`config.mk`:
```
export PLATFORM = sky130hd
export DESIGN_NAME = rp_top
export DESIGN_NICKNAME = d
export VERILOG_FILES = /design/src/source/rp_pkg.sv /design/src/source/adc_frontend.sv /design/src/source/dac_formatter.sv /design/src/source/dac_mixer.sv /design/src/source/rp_top.sv /design/src/source/sys_bus_decoder.sv
export VERILOG_INCLUDE_DIRS = /design/src /design/src/source
export SDC_FILE = /design/constraint.sdc
export NUM_CORES = 1
export LEC_CHECK = 0
export BUFFER_PORTS_ARGS = -buffer_cell sky130_fd_sc_hd__buf_2
export CAP_MARGIN = 10
export CORE_AREA = 4 4 208 210
export CTS_CLUSTER_SIZE = 28
export DETAILED_ROUTE_END_ITERATION = 7
export DIE_AREA = 0 0 212 214
export SLEW_MARGIN = 0
export SYNTH_ARGS = -nofsm -noshare
export SYNTH_HDL_FRONTEND = slang
export SYNTH_SLANG_ARGS = --single-unit
```
`constraint.sdc`:
```
create_clock -name adc_clk -period 6 [get_ports adc_clk]
set_clock_uncertainty 0.15 [all_clocks]
set_input_delay 0.6 -clock adc_clk [delete_from_list [all_inputs] [get_ports adc_clk]]
set_output_delay 0.6 -clock adc_clk [all_outputs]
set_load 0.1 [all_outputs]
```
`src/source/rp_params.svh`:
```
// widths, region map and clamp limits for the sample path and system bus, pulled in by `include
`ifndef RP_PARAMS_SVH
`define RP_PARAMS_SVH

//------------------------------
// sample path
`define RP_SAMPLE_W   14          // adc and dac word
`define RP_SUM_W      15          // mixer sum, one guard bit
`define RP_SAT_POS    14'h1FFF    // clamp on positive overflow
`define RP_SAT_NEG    14'h2000    // clamp on negative overflow

//------------------------------
// system bus
`define RP_BUS_W      32          // data and address
`define RP_SEL_W      4           // byte selects
`define RP_REGIONS    8           // slave regions
`define RP_REGION_LSB 20          // region field low bit
`define RP_REGION_MSB 22          // region field high bit

`endif

```
`src/source/rp_pkg.sv`:
```
// shared sample, pair and bus types plus the code conversion, imported by every rtl module
`default_nettype none

`include "rp_params.svh"

package rp_pkg;

  //------------------------------
  // sample path
  typedef logic signed [`RP_SAMPLE_W-1:0] sample_t;  // two's complement
  typedef logic        [`RP_SAMPLE_W-1:0] raw_t;     // offset binary, negative slope

  typedef struct packed {
    raw_t a;  // channel 1
    raw_t b;  // channel 2
  } raw_pair_t;

  typedef struct packed {
    sample_t a;  // channel 1
    sample_t b;  // channel 2
  } sample_pair_t;

  // same bit mapping in both directions, so adc and dac share it
  function automatic logic [`RP_SAMPLE_W-1:0] flip_code(input logic [`RP_SAMPLE_W-1:0] w);
    return {w[`RP_SAMPLE_W-1], ~w[`RP_SAMPLE_W-2:0]};  // top bit kept, rest inverted
  endfunction

  //------------------------------
  // system bus
  typedef struct packed {
    logic [`RP_BUS_W-1:0] addr;   // bits 22..20 pick the region
    logic [`RP_BUS_W-1:0] wdata;
    logic [`RP_SEL_W-1:0] sel;    // byte select
    logic                 wen;    // write strobe
    logic                 ren;    // read strobe
  } bus_req_t;

  typedef struct packed {
    logic [`RP_BUS_W-1:0] rdata;
    logic                 err;
    logic                 ack;    // raised by the slave when done
  } bus_rsp_t;

  typedef bus_rsp_t [`RP_REGIONS-1:0] region_rsp_t;  // one response per region
  typedef logic     [`RP_REGIONS-1:0] region_en_t;   // one strobe per region

endpackage

`default_nettype wire

```
`src/source/adc_frontend.sv`:
```
// first pipeline stage, turns the raw adc codes into two's complement and registers them
`timescale 1ns/1ps
`default_nettype none

module adc_frontend (
  input  logic                 adc_clk,    // sample clock
  input  logic                 reset_i,    // sync, active high
  input  rp_pkg::raw_pair_t    adc_raw_i,  // straight from the converter
  output rp_pkg::sample_pair_t adc_o       // to the applications
);

  import rp_pkg::*;

  sample_pair_t adc_conv;  // unregistered conversion

  //------------------------------
  // format conversion
  always_comb begin
    adc_conv.a = sample_t'(flip_code(adc_raw_i.a));  // ch1
    adc_conv.b = sample_t'(flip_code(adc_raw_i.b));  // ch2
  end

  //------------------------------
  // output register
  always_ff @(posedge adc_clk) begin
    if (reset_i) begin
      adc_o <= '0;        // both channels read as zero
    end else begin
      adc_o <= adc_conv;  // one cycle latency
    end
  end

endmodule

`default_nettype wire

```
`src/source/dac_formatter.sv`:
```
// third pipeline stage, maps the mixed two's complement samples to dac code and registers them
`timescale 1ns/1ps
`default_nettype none

module dac_formatter (
  input  logic                 adc_clk,  // sample clock
  input  logic                 reset_i,  // sync, active high
  input  rp_pkg::sample_pair_t mix_i,    // from the mixer
  output rp_pkg::raw_pair_t    dac_o     // to the converter, both channels in parallel
);

  import rp_pkg::*;

  localparam raw_t ZERO_CODE = raw_t'(flip_code('0));  // 0x1FFF, mid scale

  raw_pair_t dac_conv;

  //------------------------------
  // format conversion
  always_comb begin
    dac_conv.a = raw_t'(flip_code(mix_i.a));
    dac_conv.b = raw_t'(flip_code(mix_i.b));
  end

  //------------------------------
  // output register
  always_ff @(posedge adc_clk) begin
    if (reset_i) begin
      dac_o.a <= ZERO_CODE;  // converter idles at zero volts
      dac_o.b <= ZERO_CODE;
    end else begin
      dac_o <= dac_conv;
    end
  end

endmodule

`default_nettype wire

```
`src/source/dac_mixer.sv`:
```
// second pipeline stage, adds generator and controller samples per channel with saturation
`timescale 1ns/1ps
`default_nettype none

`include "rp_params.svh"

module dac_mixer (
  input  logic                 adc_clk,  // sample clock
  input  logic                 reset_i,  // sync, active high
  input  rp_pkg::sample_pair_t asg_i,    // generator samples
  input  rp_pkg::sample_pair_t pid_i,    // controller samples
  output rp_pkg::sample_pair_t mix_o     // clamped sum
);

  import rp_pkg::*;

  logic signed [`RP_SUM_W-1:0] sum_a;  // ch1 with guard bit
  logic signed [`RP_SUM_W-1:0] sum_b;  // ch2 with guard bit
  sample_pair_t                mix_sat;

  // top two bits disagree only when the 14-bit range is left
  function automatic sample_t saturate(input logic signed [`RP_SUM_W-1:0] s);
    sample_t res;
    case (s[`RP_SUM_W-1 -: 2])
      2'b01:   res = `RP_SAT_POS;             // pos. overflow
      2'b10:   res = `RP_SAT_NEG;             // neg. overflow
      default: res = s[`RP_SAMPLE_W-1:0];     // fits, drop guard bit
    endcase
    return res;
  endfunction

  //------------------------------
  // sum and clamp
  assign sum_a = asg_i.a + pid_i.a;  // sign extended into 15 bits
  assign sum_b = asg_i.b + pid_i.b;

  always_comb begin
    mix_sat.a = saturate(sum_a);
    mix_sat.b = saturate(sum_b);
  end

  //------------------------------
  // output register
  always_ff @(posedge adc_clk) begin
    if (reset_i) begin
      mix_o <= '0;
    end else begin
      mix_o <= mix_sat;  // one cycle latency
    end
  end

endmodule

`default_nettype wire

```
`src/source/rp_top.sv`:
```
// board top level, joins the adc to dac sample pipeline and the system bus decoder
`timescale 1ns/1ps
`default_nettype none

module rp_top (
  input  logic                 adc_clk,       // sample clock, also used by the bus side
  input  logic                 reset_i,       // sync, active high

  // sample path
  input  rp_pkg::raw_pair_t    adc_raw_i,     // adc pins
  input  rp_pkg::sample_pair_t asg_i,         // generator output
  input  rp_pkg::sample_pair_t pid_i,         // controller output
  output rp_pkg::sample_pair_t adc_o,         // converted adc to the applications
  output rp_pkg::raw_pair_t    dac_o,         // dac pins

  // system bus
  input  rp_pkg::bus_req_t     bus_req_i,     // master request
  input  rp_pkg::region_rsp_t  region_rsp_i,  // slave replies
  output rp_pkg::region_en_t   region_wen_o,
  output rp_pkg::region_en_t   region_ren_o,
  output rp_pkg::bus_rsp_t     bus_rsp_o      // selected reply
);

  import rp_pkg::*;

  sample_pair_t mix;  // mixer to formatter

  //------------------------------
  // adc side
  adc_frontend i_adc (
    .adc_clk   (adc_clk),
    .reset_i   (reset_i),
    .adc_raw_i (adc_raw_i),
    .adc_o     (adc_o)       // 1 cycle
  );

  //------------------------------
  // dac side
  dac_mixer i_mix (
    .adc_clk (adc_clk),
    .reset_i (reset_i),
    .asg_i   (asg_i),
    .pid_i   (pid_i),
    .mix_o   (mix)           // 1 cycle
  );

  dac_formatter i_dac (
    .adc_clk (adc_clk),
    .reset_i (reset_i),
    .mix_i   (mix),
    .dac_o   (dac_o)         // 2 cycles from asg/pid
  );

  //------------------------------
  // bus decoder
  sys_bus_decoder i_dec (
    .bus_req_i    (bus_req_i),
    .region_rsp_i (region_rsp_i),
    .region_wen_o (region_wen_o),
    .region_ren_o (region_ren_o),
    .bus_rsp_o    (bus_rsp_o)    // same cycle
  );

endmodule

`default_nettype wire

```
`src/source/sys_bus_decoder.sv`:
```
// combinational system bus decoder, splits the address space into regions and muxes the replies
`timescale 1ns/1ps
`default_nettype none

`include "rp_params.svh"

module sys_bus_decoder (
  input  rp_pkg::bus_req_t    bus_req_i,     // from the bus master
  input  rp_pkg::region_rsp_t region_rsp_i,  // replies of all slaves
  output rp_pkg::region_en_t  region_wen_o,  // per region write strobe
  output rp_pkg::region_en_t  region_ren_o,  // per region read strobe
  output rp_pkg::bus_rsp_t    bus_rsp_o      // back to the master
);

  import rp_pkg::*;

  localparam int IDX_W = `RP_REGION_MSB - `RP_REGION_LSB + 1;  // 3 bits for 8 regions

  logic [IDX_W-1:0] region_idx;  // address field
  region_en_t       region_cs;   // one-hot chip select

  //------------------------------
  // chip select
  assign region_idx = bus_req_i.addr[`RP_REGION_MSB:`RP_REGION_LSB];
  assign region_cs  = region_en_t'(1) << region_idx;

  // strobes follow the master level, no state
  assign region_wen_o = region_cs & {`RP_REGIONS{bus_req_i.wen}};
  assign region_ren_o = region_cs & {`RP_REGIONS{bus_req_i.ren}};

  //------------------------------
  // response mux
  always_comb begin
    bus_rsp_o = '0;
    for (int r = 0; r < `RP_REGIONS; r++) begin
      if (region_cs[r]) begin
        bus_rsp_o = region_rsp_i[r];  // rdata, err and ack of the selected slave
      end
    end
  end

endmodule

`default_nettype wire

```
After elaboration in Yosys (flattened, before gate mapping)
Cells that the tools add are included.
{"block": "op_classes", "bitwise": 6, "shifts": 1, "add_sub_neg": 2, "n_eq_ne": 4, "mux": 10}
{"cell": "$mux W34", "n": 8}
{"cell": "$pmux W14 S2", "n": 2}
{"cell": "$not A13 Y13", "n": 4}
{"cell": "$add A14 B14 Y15", "n": 2}
{"cell": "$and A8 B8 Y8", "n": 2}
{"cell": "$shl A1 B3 Y8 const A", "n": 1}
{"cell": "$eq A2 B1 Y1 const B", "n": 2}
{"cell": "$eq A2 B2 Y1 const B", "n": 2}
{"block": "totals", "register_bits": 84, "output_inout_bits": 106, "in_bits": 428}

Depth between registers and ports, before layout
Gate-level depths: netlist of run 1.
{"block": "depth", "depth_word": 9, "mapped_depth": 16, "depth_no_buf": 14}

By module
Synthesis of run 1 repeated with hierarchy kept, for this count alone.
{"block": "unflattened", "hier_cells": 790, "area_unflattened_um2": 6418.7}
{"mod": "sys_bus_decoder", "seq_area_each_um2": 0.0, "area_per_inst_um2": 2841.5, "n_inst": 1, "cells_per_inst": 421}
{"mod": "dac_mixer", "seq_area_each_um2": 560.5, "area_per_inst_um2": 2112.0, "n_inst": 1, "cells_per_inst": 252}
{"mod": "dac_formatter", "seq_area_each_um2": 560.5, "area_per_inst_um2": 758.2, "n_inst": 1, "cells_per_inst": 58}
{"mod": "adc_frontend", "seq_area_each_um2": 560.5, "area_per_inst_um2": 706.9, "n_inst": 1, "cells_per_inst": 59}

Worst setup path before layout of run 1
Ideal clock, no wire load.
{"block": "synth_timing", "path_type": "input to output", "start": "input port bus_req_i[59] in the netlist's numbering", "end": "output port region_ren_o[4]", "slack_ns": 1.028, "path_stages": 5, "t_arrival_ns": 4.222, "cell_sequence": "buf_2 buf_2 buf_2 buf_1 nor4_1"}
{"block": "synth_via", "elab_chain_cells": 2}
{"element": "from (decl)", "line_no": "rp_top.sv:17", "text": "input rp_pkg::bus_req_t bus_req_i,"}
{"element": "$shl A1 B3 Y8", "line_no": "sys_bus_decoder.sv:25", "text": "assign region_cs = region_en_t'(1) << region_idx;"}
{"element": "$and A8 B8 Y8", "line_no": "sys_bus_decoder.sv:29", "text": "assign region_ren_o = region_cs & {`RP_REGIONS{bus_req_i.ren}};"}
{"element": "to (decl)", "line_no": "rp_top.sv:20", "text": "output rp_pkg::region_en_t region_ren_o,"}
No other way between the ends.

==> results.md, run 1 <==
* Outcome: finished clean
* Top Ports at roughly 530
* Final cell count without fillers at between 1500 and 2000
* Antenna violations before repair at 32
* Largest stage delay, worst path at ~570 ps
* RSZ-0062 raised after global routing: no
* Die span in y at between 200 and 250 um
* CP max-delay cell: nor2_2
* WL final at around 35000 um
* Share of layout cells above drive strength 1 at between 40% and 50%
* Clock slew at reported path FFs at roughly 60 ps
* EDFF count, synth at 0
* Site row count at between 70 and 80
* First-pass GRT wire length at about 50000 um
* Clock latency at the later pin of the worst-skew pair at roughly 330 ps
* R2R Setup Slk at 5310 ps
* CTS buffer count at 9
* Die Wd at approximately 210 um
* Fillcell total at roughly 4700
* Seq/Total Area, Yosys at between 20% and 30%
* Crit path time final at about 4200 ps
* PortBufs at 468
* # hold bufs at CTS at 0
* Synthesized flop and latch total at between 80 and 90
* Post-DRT Antenna Nets at 0
* Initial DRC count at approximately 450
* Pre-CTS WS at 1640 ps
* Area grow syn2layout at 58.9%
* Critical Path End Type: output port
* Crit-path leading delay family: buffers and inverters
* Worst-Margin Slew at 1080 ps
* Element type at the critical path start: input pin
* Final worst setup slack at between 1500 and 2000 ps
* Number of global-route vias before repair at around 7600
* Ys flop type: dfxtp_1
* WP data arrival at about 3500 ps
* Hold path start: i_mix.mix_o[14]
* Rel. slew slack at around 28%
* DRC at 0
* Drt first pass iters at 5
* Crit Path Max Fanout at 46
* Register Area at 1680 um2
* Post-Syn Instances at 717
* Final Slew Violations at 0
* Final-stage net count at around 1600
* Largest net degree at the start of global routing at 75
* CTS sink count at 84
* Syn. warnings at 0
* Cell Chain, Critical Path: buf_4, buf_4, nand2_1, nor2_2, buf_4, a221o_1, buf_2
* Global route overflow at 0
* Global Route Usage Sum at 14.4%
* Type of the worst setup path: in -> out
* Max Root-Sink Buffers at 2
* GPL Wtd Cong at about 1
* Dpl cells at between 1500 and 2000
* Maximum vdd drop at approximately 0.15 mV
* Final hold viol count at 0
* Post-synth ARST share at 0%
* Average wire per cell in the routed design at approximately 21 um
* Pwr/cell area at roughly 250 nW/um2
* Vias post-DR at 7600
* F_max at 238 MHz
* Hold EP: i_dac.dac_o[14]
* CTS HTree Levels at 3
* Synth Net Count at 1179
* Worst hold path depth at 1
* MaxCap Viol Count at 0
* Cell repeated most along the worst path: buf_4
* Die area at roughly 45000 um2
* Mapped Avg Cell Area at 8.10 um2
* Setup Total Neg Slack at 0 ps
* Worst Hold Class: reg -> reg
* P_leak at ~4.4 nW
* Multi-input logic area at between 3000 and 4000 um2
* Final setup viols at 0
* Core ar. at between 40000 and 50000 um2
* Post-CTS Setup Bufs at 0
* Worst R2R End: i_dac.dac_o[27]
* Root Driver: clkbuf_16
* Post-DP HPWL at between 30000 and 40000 um
* Initial Util at between 10% and 20%
* Distinct cells, synth at 56
* Worst Path Required at 5250 ps
* Most common cell after layout, fill and taps aside: buf_2
* Post-synthesis cell area at approximately 5800 um2
* CTS tree: yes
* Worst Path Buf+Inv at 4
* Most frequent cells in the layout: buf_2 (453), nor2_1 (93), dfxtp_1 (84), a21oi_1 (82), nand2_1 (52)
* Post-DR vias/cell at about 4.4
* Post_cts resized at 0
* Period utilization at around 70%
* R2r startpoint: i_mix.mix_o[27]
* Path depth of the worst reg2reg path at 1
==> metal layers <==
metal	GRT usage, %	part of all wire (%)
met1	13.7	33
met5	0	0.24
met3	4.41	9.5
met2	27.4	51
met4	7.54	6.1
==> where the power goes <==
part	switching [mW]	internal, mW
registers	0.0198	0.637
logic	0.826	0.335
clock network	0.221	0.285
==> worst max-delay path by stage <==
stage	from	endpoint	slack [ps]	cells after the start
after global routing	bus_req_i[59]	bus_rsp_o[8]	1690	7
after detailed placement	asg_i[0]	i_mix.mix_o[12]	1640	14
after global placement	asg_i[0]	i_mix.mix_o[12]	1710	14
after floorplan	bus_req_i[59]	region_ren_o[4]	1030	5
final	bus_req_i[59]	bus_rsp_o[8]	1800	7
after CTS	bus_req_i[59]	bus_rsp_o[8]	1750	7
==> flip-flops by register name, summed over array words and instances (netlist names) <==
name,cells
i_mix.mix_o,28
i_dac.dac_o,28
i_adc.adc_o,28
==> stage by stage <==
stage	utilization (%)	hold slack (ps)	area (um2)	total power, mW
floorplan	-	206	5800	1.47
global placement	21.4	211	8910	1.82
detailed placement	21.4	211	8910	1.83
CTS	22.1	228	9190	2.34
global route	22.2	241	9220	2.43
finish	22.2	224	9230	2.32
==> final cells by class <==
type                    instances  share of cell area (%)
multi-input cells             566                    41.8
repair buffers                481                    28.8
flip-flops and latches         84                    18.2
well taps                     539                    7.31
clock buffers                  10                    2.48
inverters                      13                   0.529
clock inverters                 6                   0.515
diodes                         15                   0.407
==> Yosys cell counts, types with 8 or more instances <==
cell      count  share of area (%)
dfxtp_1      84                 29
nor2b_1       8               0.86
mux2_2       10                1.9
nor2_1       94                6.1
ha_1         32                6.9
nand2_1      52                3.4
mux2i_1      25                4.3
nand2b_1     36                3.9
clkbuf_1     35                2.3
nor3_1       11               0.95
o21ai_0      27                2.3
o211ai_1     18                2.3
inv_1        11               0.71
o221ai_1     14                2.1
mux4_2       11                4.3
o22ai_1      10                1.1
a22oi_1      14                1.8
o21a_1        8                1.0
a21oi_1      82                7.1
o31ai_1       8                1.0
buf_2        13                1.1
a221o_1       8                1.4
a221oi_1     10                1.5
a22o_1       10                1.5
==> cells by family after synthesis <==
kind of cell / after synthesis / share of synthesized area (%)
AO/OA/AOI/OAI: 239 / 27.3
AND/OR/NAND/NOR: 235 / 19.1
flip-flops: 84 / 29.0
buffers and inverters: 67 / 4.68
multiplexers: 46 / 10.5
adder cells (fa/ha/maj): 34 / 7.59
XOR/XNOR: 12 / 1.81
(Power assumes the default switching activity.)
==> run 2, diff against run 1 <==
- ABC_AREA: unset -> 1
- CORE_AREA: 4 4 208 210 -> 4 4 206 208
- DIE_AREA: 0 0 212 214 -> 0 0 210 212
- clock period: 6 -> 4.18 ns (I/O delays scaled with it)
==> run 2 against run 1 <==
  * Critical path depth is 2 higher
  * Core utilization is 1.3 points higher
  * Cell count is 15% higher
  * Count of clock-buffer cells in the layout is 1 higher
  * Critical endpoint is now bus_rsp_o[18]
  * Via count is 11% higher
  * Sequential power is 41% higher
==> results.md, run 2 <==
* CTS buffer count at 9
* F_max at ~300 MHz
* EDFF count, synth at 0
* Initial Util at between 10% and 20%
* Area grow syn2layout at 56.5%
* Largest family of logic cells by synthesized area: simple AND/OR/NAND/NOR gates
* Final setup viols at 0
* Die Wd at between 200 and 250 um
* Ys flop type: dfxtp_1
* Antenna violations before repair at 24
* Max Root-Sink Buffers at 2
* Site row count at 74
* Simple-gate share of the synthesized area at about two fifths
* P_leak at approximately 5.1 nW
* Distinct cells, synth at 31
* Final Slew Violations at 0
* CTS HTree Levels at 3
* Xor and xnor area share after synthesis at 0.288%
* Syn. warnings at 0
* Mapped Avg Cell Area at about 6.2 um2
* Initial DRC count at between 300 and 400
* Period utilization at between 70% and 80%
* Count leader, synth: nand2_1
* Type of the worst setup path: in -> out
* WL final at about 36000 um
* Final cell count without fillers at ~2000
* Core ar. at 40600 um2
* Multi-input logic area at roughly 3700 um2
* Global route overflow at 0
* Synth area leaders: dfxtp_1 (28%), nand2_1 (21%), nand3_1 (7.7%), inv_1 (7.3%), ha_1 (6.6%)
* First-pass GRT wire length at around 51000 um
* Design Area, Final at ~9500 um2
* GPL Wtd Cong at around 1
* Most frequent cells in the layout: buf_2 (451), nand2_1 (345), inv_1 (118), nand3_1 (94), dfxtp_1 (84)
* Final-stage net count at 1892
* Cell taking the most area after synthesis: dfxtp_1
* Cell Chain, Critical Path: buf_2, inv_2, nand3_2, o21ai_1, a21oi_1, nand3_1, o21ai_1, nand3_1, buf_2
* Worst Hold Class: in -> reg
* Post-synth ARST share at 0%
* Hold WS at ~86 ps
* # hold bufs at CTS at 0
* Largest net degree at the start of global routing at approximately 60
* Post-DP HPWL at roughly 31000 um
* Die area at between 40000 and 50000 um2
* Seq/Total Area, Yosys at around 28%
* CTS sink count at 84
* Global Route Usage Sum at around 15%
* Crit Path Max Fanout at 26
* Post-synthesis cell area at roughly 6100 um2
* Post-synth top cells: nand2_1 (345), inv_1 (118), nand3_1 (94)
* Worst Path Required at 3610 ps
* Number of global-route vias before repair at around 8600
* Adder-cell area share of the yosys netlist at 7.23%
* Worst hold path depth at 2
* Final worst setup slack at between 800 and 900 ps
* Vias post-DR at 8424
* Crit path time final at about 3300 ps
* Post-DR vias/cell at 4.26
* Largest stage delay, worst path at a little under 600 ps
* Finished Core Util at a little under a quarter
* Most common cell after layout, fill and taps aside: buf_2
* Dpl cells at between 1500 and 2000
* Final hold viol count at 0
* Top Ports at ~530
* Maximum vdd drop at ~0.22 mV
* Fillcell total at around 4600
* Element type at the critical path start: input pin
* Pre-CTS WS at approximately 500 ps
* Clock latency at the later pin of the worst-skew pair at around 330 ps
* Worst-Margin Slew at 708 ps
* Average wire per cell in the routed design at 18.0 um
* DRC at 0
* Register Area at 1680 um2
* Post-synthesis mux area share at 0%
* Drt first pass iters at 5
* Post-Syn Instances at about 980
* Share of layout cells above drive strength 1 at between 30% and 40%
* MaxCap Viol Count at 0
* RSZ-0062 raised after global routing: no
* WP data arrival at between 2000 and 3000 ps
* Outcome: finished clean
* Post_cts resized at 0
* Tot Pwr at ~3.4 mW
* Largest regs: i_adc.adc_o: 28 flops, i_dac.dac_o: 28 flops, i_mix.mix_o: 28 flops
* Post-CTS Setup Bufs at 0
* PortBufs at 468
* Compound-gate portion of the synthesized area at 13.0%
* Root Driver: clkbuf_16
* Synth Net Count at about 1400
* Area post-placement at between 9000 and 10000 um2
* Rel. slew slack at a little over half
* Critical Path End Type: output port
* Pwr/cell area at approximately 360 nW/um2
* Synthesized flop and latch total at 84
* Post-DRT Antenna Nets at 0
* Share of the synthesized area in the top cell type at about 28%
* CTS tree: yes
* Path depth of the worst reg2reg path at 1
* Setup Total Neg Slack at 0 ps
* Die span in y at around 210 um
* Clock slew at reported path FFs at 60 ps
* CP max-delay cell: nand3_2
==> run 2: cell count changes after synthesis, sizes merged, moves of 21 or more <==
| cell | before | now |
|---|---|---|
| nand2 | 52 | 345 |
| inv | 11 | 124 |
| nand3 | 7 | 95 |
| nand2b | 36 | 0 |
| nand4 | 1 | 34 |
| nor2 | 94 | 67 |
| mux2i | 25 | 0 |
| a21oi | 82 | 59 |
| clkbuf | 35 | 14 |
==> run 2: where the power goes <==
part | total (mW) | switching, mW | internal [mW] | leakage, nW
Combinational | 1.66 | 1.21 | 0.450 | 4.22
Sequential | 0.924 | 0.0240 | 0.900 | 0.696
Clock | 0.825 | 0.299 | 0.526 | 0.150
Total | 3.41 | 1.54 | 1.88 | 5.07
==> run 2: per-layer routing <==
layer  vias up  GRT usage (%)  share of wire, %
met3        78           3.41               7.9
met4        12           6.55               4.7
met5         -              0              0.21
met1      3800           14.9                34
li1       4101              -                 -
met2       433           30.0                53
==> run 2: final cells by class <==
class / count / share of cell area (%)
Multi-Input combinational cell: 730 / 38.3
Tap cell: 532 / 6.98
Timing Repair Buffer: 480 / 28.5
Clock buffer: 11 / 2.44
Sequential cell: 84 / 17.6
Antenna cell: 10 / 0.263
Clock inverter: 5 / 0.893
Inverter: 125 / 4.98
==> run 2: final timing paths <==
path | from | endpoint | slack (ps)
max | bus_req_i[60] | bus_rsp_o[18] | 860
min | adc_raw_i[19] | i_adc.adc_o[19] | 90
max reg2reg | i_mix.mix_o[12] | i_dac.dac_o[12] | 3510
min reg2reg | i_mix.mix_o[25] | i_dac.dac_o[25] | 220
==> run 2: cell families after synthesis <==
family	Yosys count
buffers and inverters	170
flip-flops	84
XOR/XNOR	2
adder cells (fa/ha/maj)	34
AND/OR/NAND/NOR	559
AO/OA/AOI/OAI	135
==> run 2: worst max-delay path: cells and delay by family <==
kind | cells | cell delay (ps)
buf+inv | 3 | 840
compound gates | 3 | 490
simple gates | 3 | 980
==> run 3, diff against run 2 <==
- CORE_AREA: 4 4 206 208 -> 4 4 205 207
- DIE_AREA: 0 0 210 212 -> 0 0 209 211
- clock period: 4.18 -> 2.9 ns (I/O delays scaled with it)
==> run 3 against run 2 <==
  * Non-clock buffer count rose by 46
  * Largest cell class unchanged
  * Flip-flop and latch count did not move
  * Routed wire length grew 0.75%
  * Sequential power is 44% higher
  * Register-to-register slack lost 1300 ps
  * Via count increased by 2.1%
  * Sequential share of layout area is 1.5 points lower
  * Highest routed layer unchanged
  * Critical path depth up 1
  * Critical path type unchanged
  * Count of clock-buffer cells in the layout stayed put
  * Combinational power increased by 57%
  * Hold slack worse by 41 ps
==> results.md, run 3 (synthesis results as in run 2) <==
* Outcome: finished clean
* Number of global-route vias before repair at between 8000 and 9000
* Worst Path Required at between 2000 and 2500 ps
* Final-stage net count at 1938
* Final Slew Violations at 0
* Post-DP HPWL at between 30000 and 40000 um
* PortBufs at 468
* F_max at ~380 MHz
* Clock Power Share at 23.1%
* Root Driver: clkbuf_16
* Sequential power share at approximately a quarter
* Clock latency at the later pin of the worst-skew pair at roughly 320 ps
* Type of the worst setup path: in -> out
* Pwr/cell area at a little under 500 nW/um2
* Sw Pwr at roughly 2.2 mW
* MaxCap Viol Count at 0
* Hold WS at 44.9 ps
* Critical Path End Type: output port
* Die Wd at ~210 um
* Largest regs: i_adc.adc_o: 28 flops, i_dac.dac_o: 28 flops, i_mix.mix_o: 28 flops
* Post-DR vias/cell at about 4.2
* Vias post-DR at 8602
* Final setup viols at 0
* Logic pwr share at between 50 and 60%
* Largest net degree at the start of global routing at 59
* Die area at ~44000 um2
* Antenna violations before repair at 31
* First-pass GRT wire length at between 50000 and 60000 um
* Largest stage delay, worst path at between 200 and 300 ps
* Design Area, Final at roughly 10000 um2
* Crit Path Max Fanout at 23
* Fillcell total at 4525
* CTS sink count at between 80 and 90
* Core ar. at 40400 um2
* P_leak at 5.42 nW
* CTS HTree Levels at 3
* Sw frac at 43.7%
* CTS tree: yes
* Drt first pass iters at 5
* Rel. slew slack at between 50 and 60%
* Initial Util at between 10% and 20%
* Post-DRT Antenna Nets at 0
* Post-CTS Setup Bufs at 0
* WL final at ~36000 um
* Average wire per cell in the routed design at between 15 and 20 um
* CTS buffer count at 9
* Top Ports at ~530
* Worst Hold Class: in -> reg
* WP data arrival at roughly 2200 ps
* CP max-delay cell: inv_4
* Die span in y at between 200 and 250 um
* DRC at 0
* Cell Chain, Critical Path: buf_2, inv_2, nand3_1, inv_4, buf_4, nand2_1, o211ai_1, o22ai_1, nand4_1, buf_12
* Area grow syn2layout at 71.3%
* Final hold viol count at 0
* Site row count at 74
* RSZ-0062 raised after global routing: no
* Area post-placement at ~10000 um2
* Max Root-Sink Buffers at 2
* Element type at the critical path start: input pin
* Period utilization at around nine tenths
* GPL Wtd Cong at between 0.9 and 1
* Internal at 2.89 mW
* Setup Total Neg Slack at 0 ps
* Clock slew at reported path FFs at roughly 60 ps
* Most frequent cells in the layout: buf_2 (422), nand2_1 (345), inv_1 (118), nand3_1 (94), dfxtp_1 (84)
* Maximum vdd drop at between 0.3 and 0.4 mV
* Share of layout cells above drive strength 1 at around 36%
* Crit path time final at between 2000 and 3000 ps
* Worst-Margin Slew at around 730 ps
* Most common cell after layout, fill and taps aside: buf_2
* Initial DRC count at between 300 and 400
* Global Route Usage Sum at between 10% and 20%
* Global route overflow at 0
==> run 3: path summary, 6_finish.rpt <==
kind,endpoint,depth (start not counted),slack [ps],startpoint
min,i_adc.adc_o[27],3,40,adc_raw_i[27]
min reg2reg,i_dac.dac_o[1],1,220,i_mix.mix_o[1]
max,bus_rsp_o[21],10,250,bus_req_i[60]
max reg2reg,i_dac.dac_o[16],1,2230,i_mix.mix_o[16]
==> run 3: routing by layer <==
layer / GRT usage (%) / wire length, um
met5: 0 / 57
met4: 11.0 / 2570
met3: 4.16 / 2930
met2: 27.6 / 18000
met1: 15.1 / 12400
==> run 3: critical path, delay by kind of cell <==
family                 cells  cell delay, ps
and+or+nand+nor            3             440
buffers and inverters      5            1110
AOI/OAI and AO/OA          2             340
==> run 3: layout make-up <==
type | count | area, um2 | share of cell area (%)
antenna | 22 | 55.1 | 0.528
clock inverter | 4 | 73.8 | 0.708
tap | 532 | 666 | 6.38
multi-input combinational | 730 | 3650 | 35.0
sequential | 84 | 1680 | 16.1
clock buffer | 11 | 243 | 2.33
inverter | 125 | 477 | 4.57
timing repair buffer | 526 | 3580 | 34.3
==> run 3: power groups by stage <==
| stage | sequential [mW] | clock (mW) | combinational (mW) |
|---|---|---|---|
| floorplan | 1.82 | 0 | 1.18 |
| global placement | 1.36 | 0 | 2.58 |
| detailed placement | 1.36 | 0 | 2.58 |
| CTS | 1.33 | 1.21 | 2.62 |
| global route | 1.35 | 1.26 | 2.77 |
| finish | 1.33 | 1.19 | 2.61 |
==> run 3: through the flow <==
stage	total power [mW]	std cells	setup WS [ps]	utilization, %
final	5.13	2034	248	25.8
after global routing	5.38	2031	85.2	25.8
after CTS	5.17	2011	95.2	25.7
after detailed placement	3.94	1971	41.7	24.3
after global placement	3.94	1971	44.0	24.3
after floorplan	2.99	984	133	-
==> run 3: what timing repair did <==
| action | 4_1_cts | 5_1_grt |
|---|---|---|
| resized for setup | 0 | 2 |
| endpoints found under the hold margin | 25 | 1 |
| hold buffers | 25 | 1 |
| setup endpoints to repair | 0 | 1 |
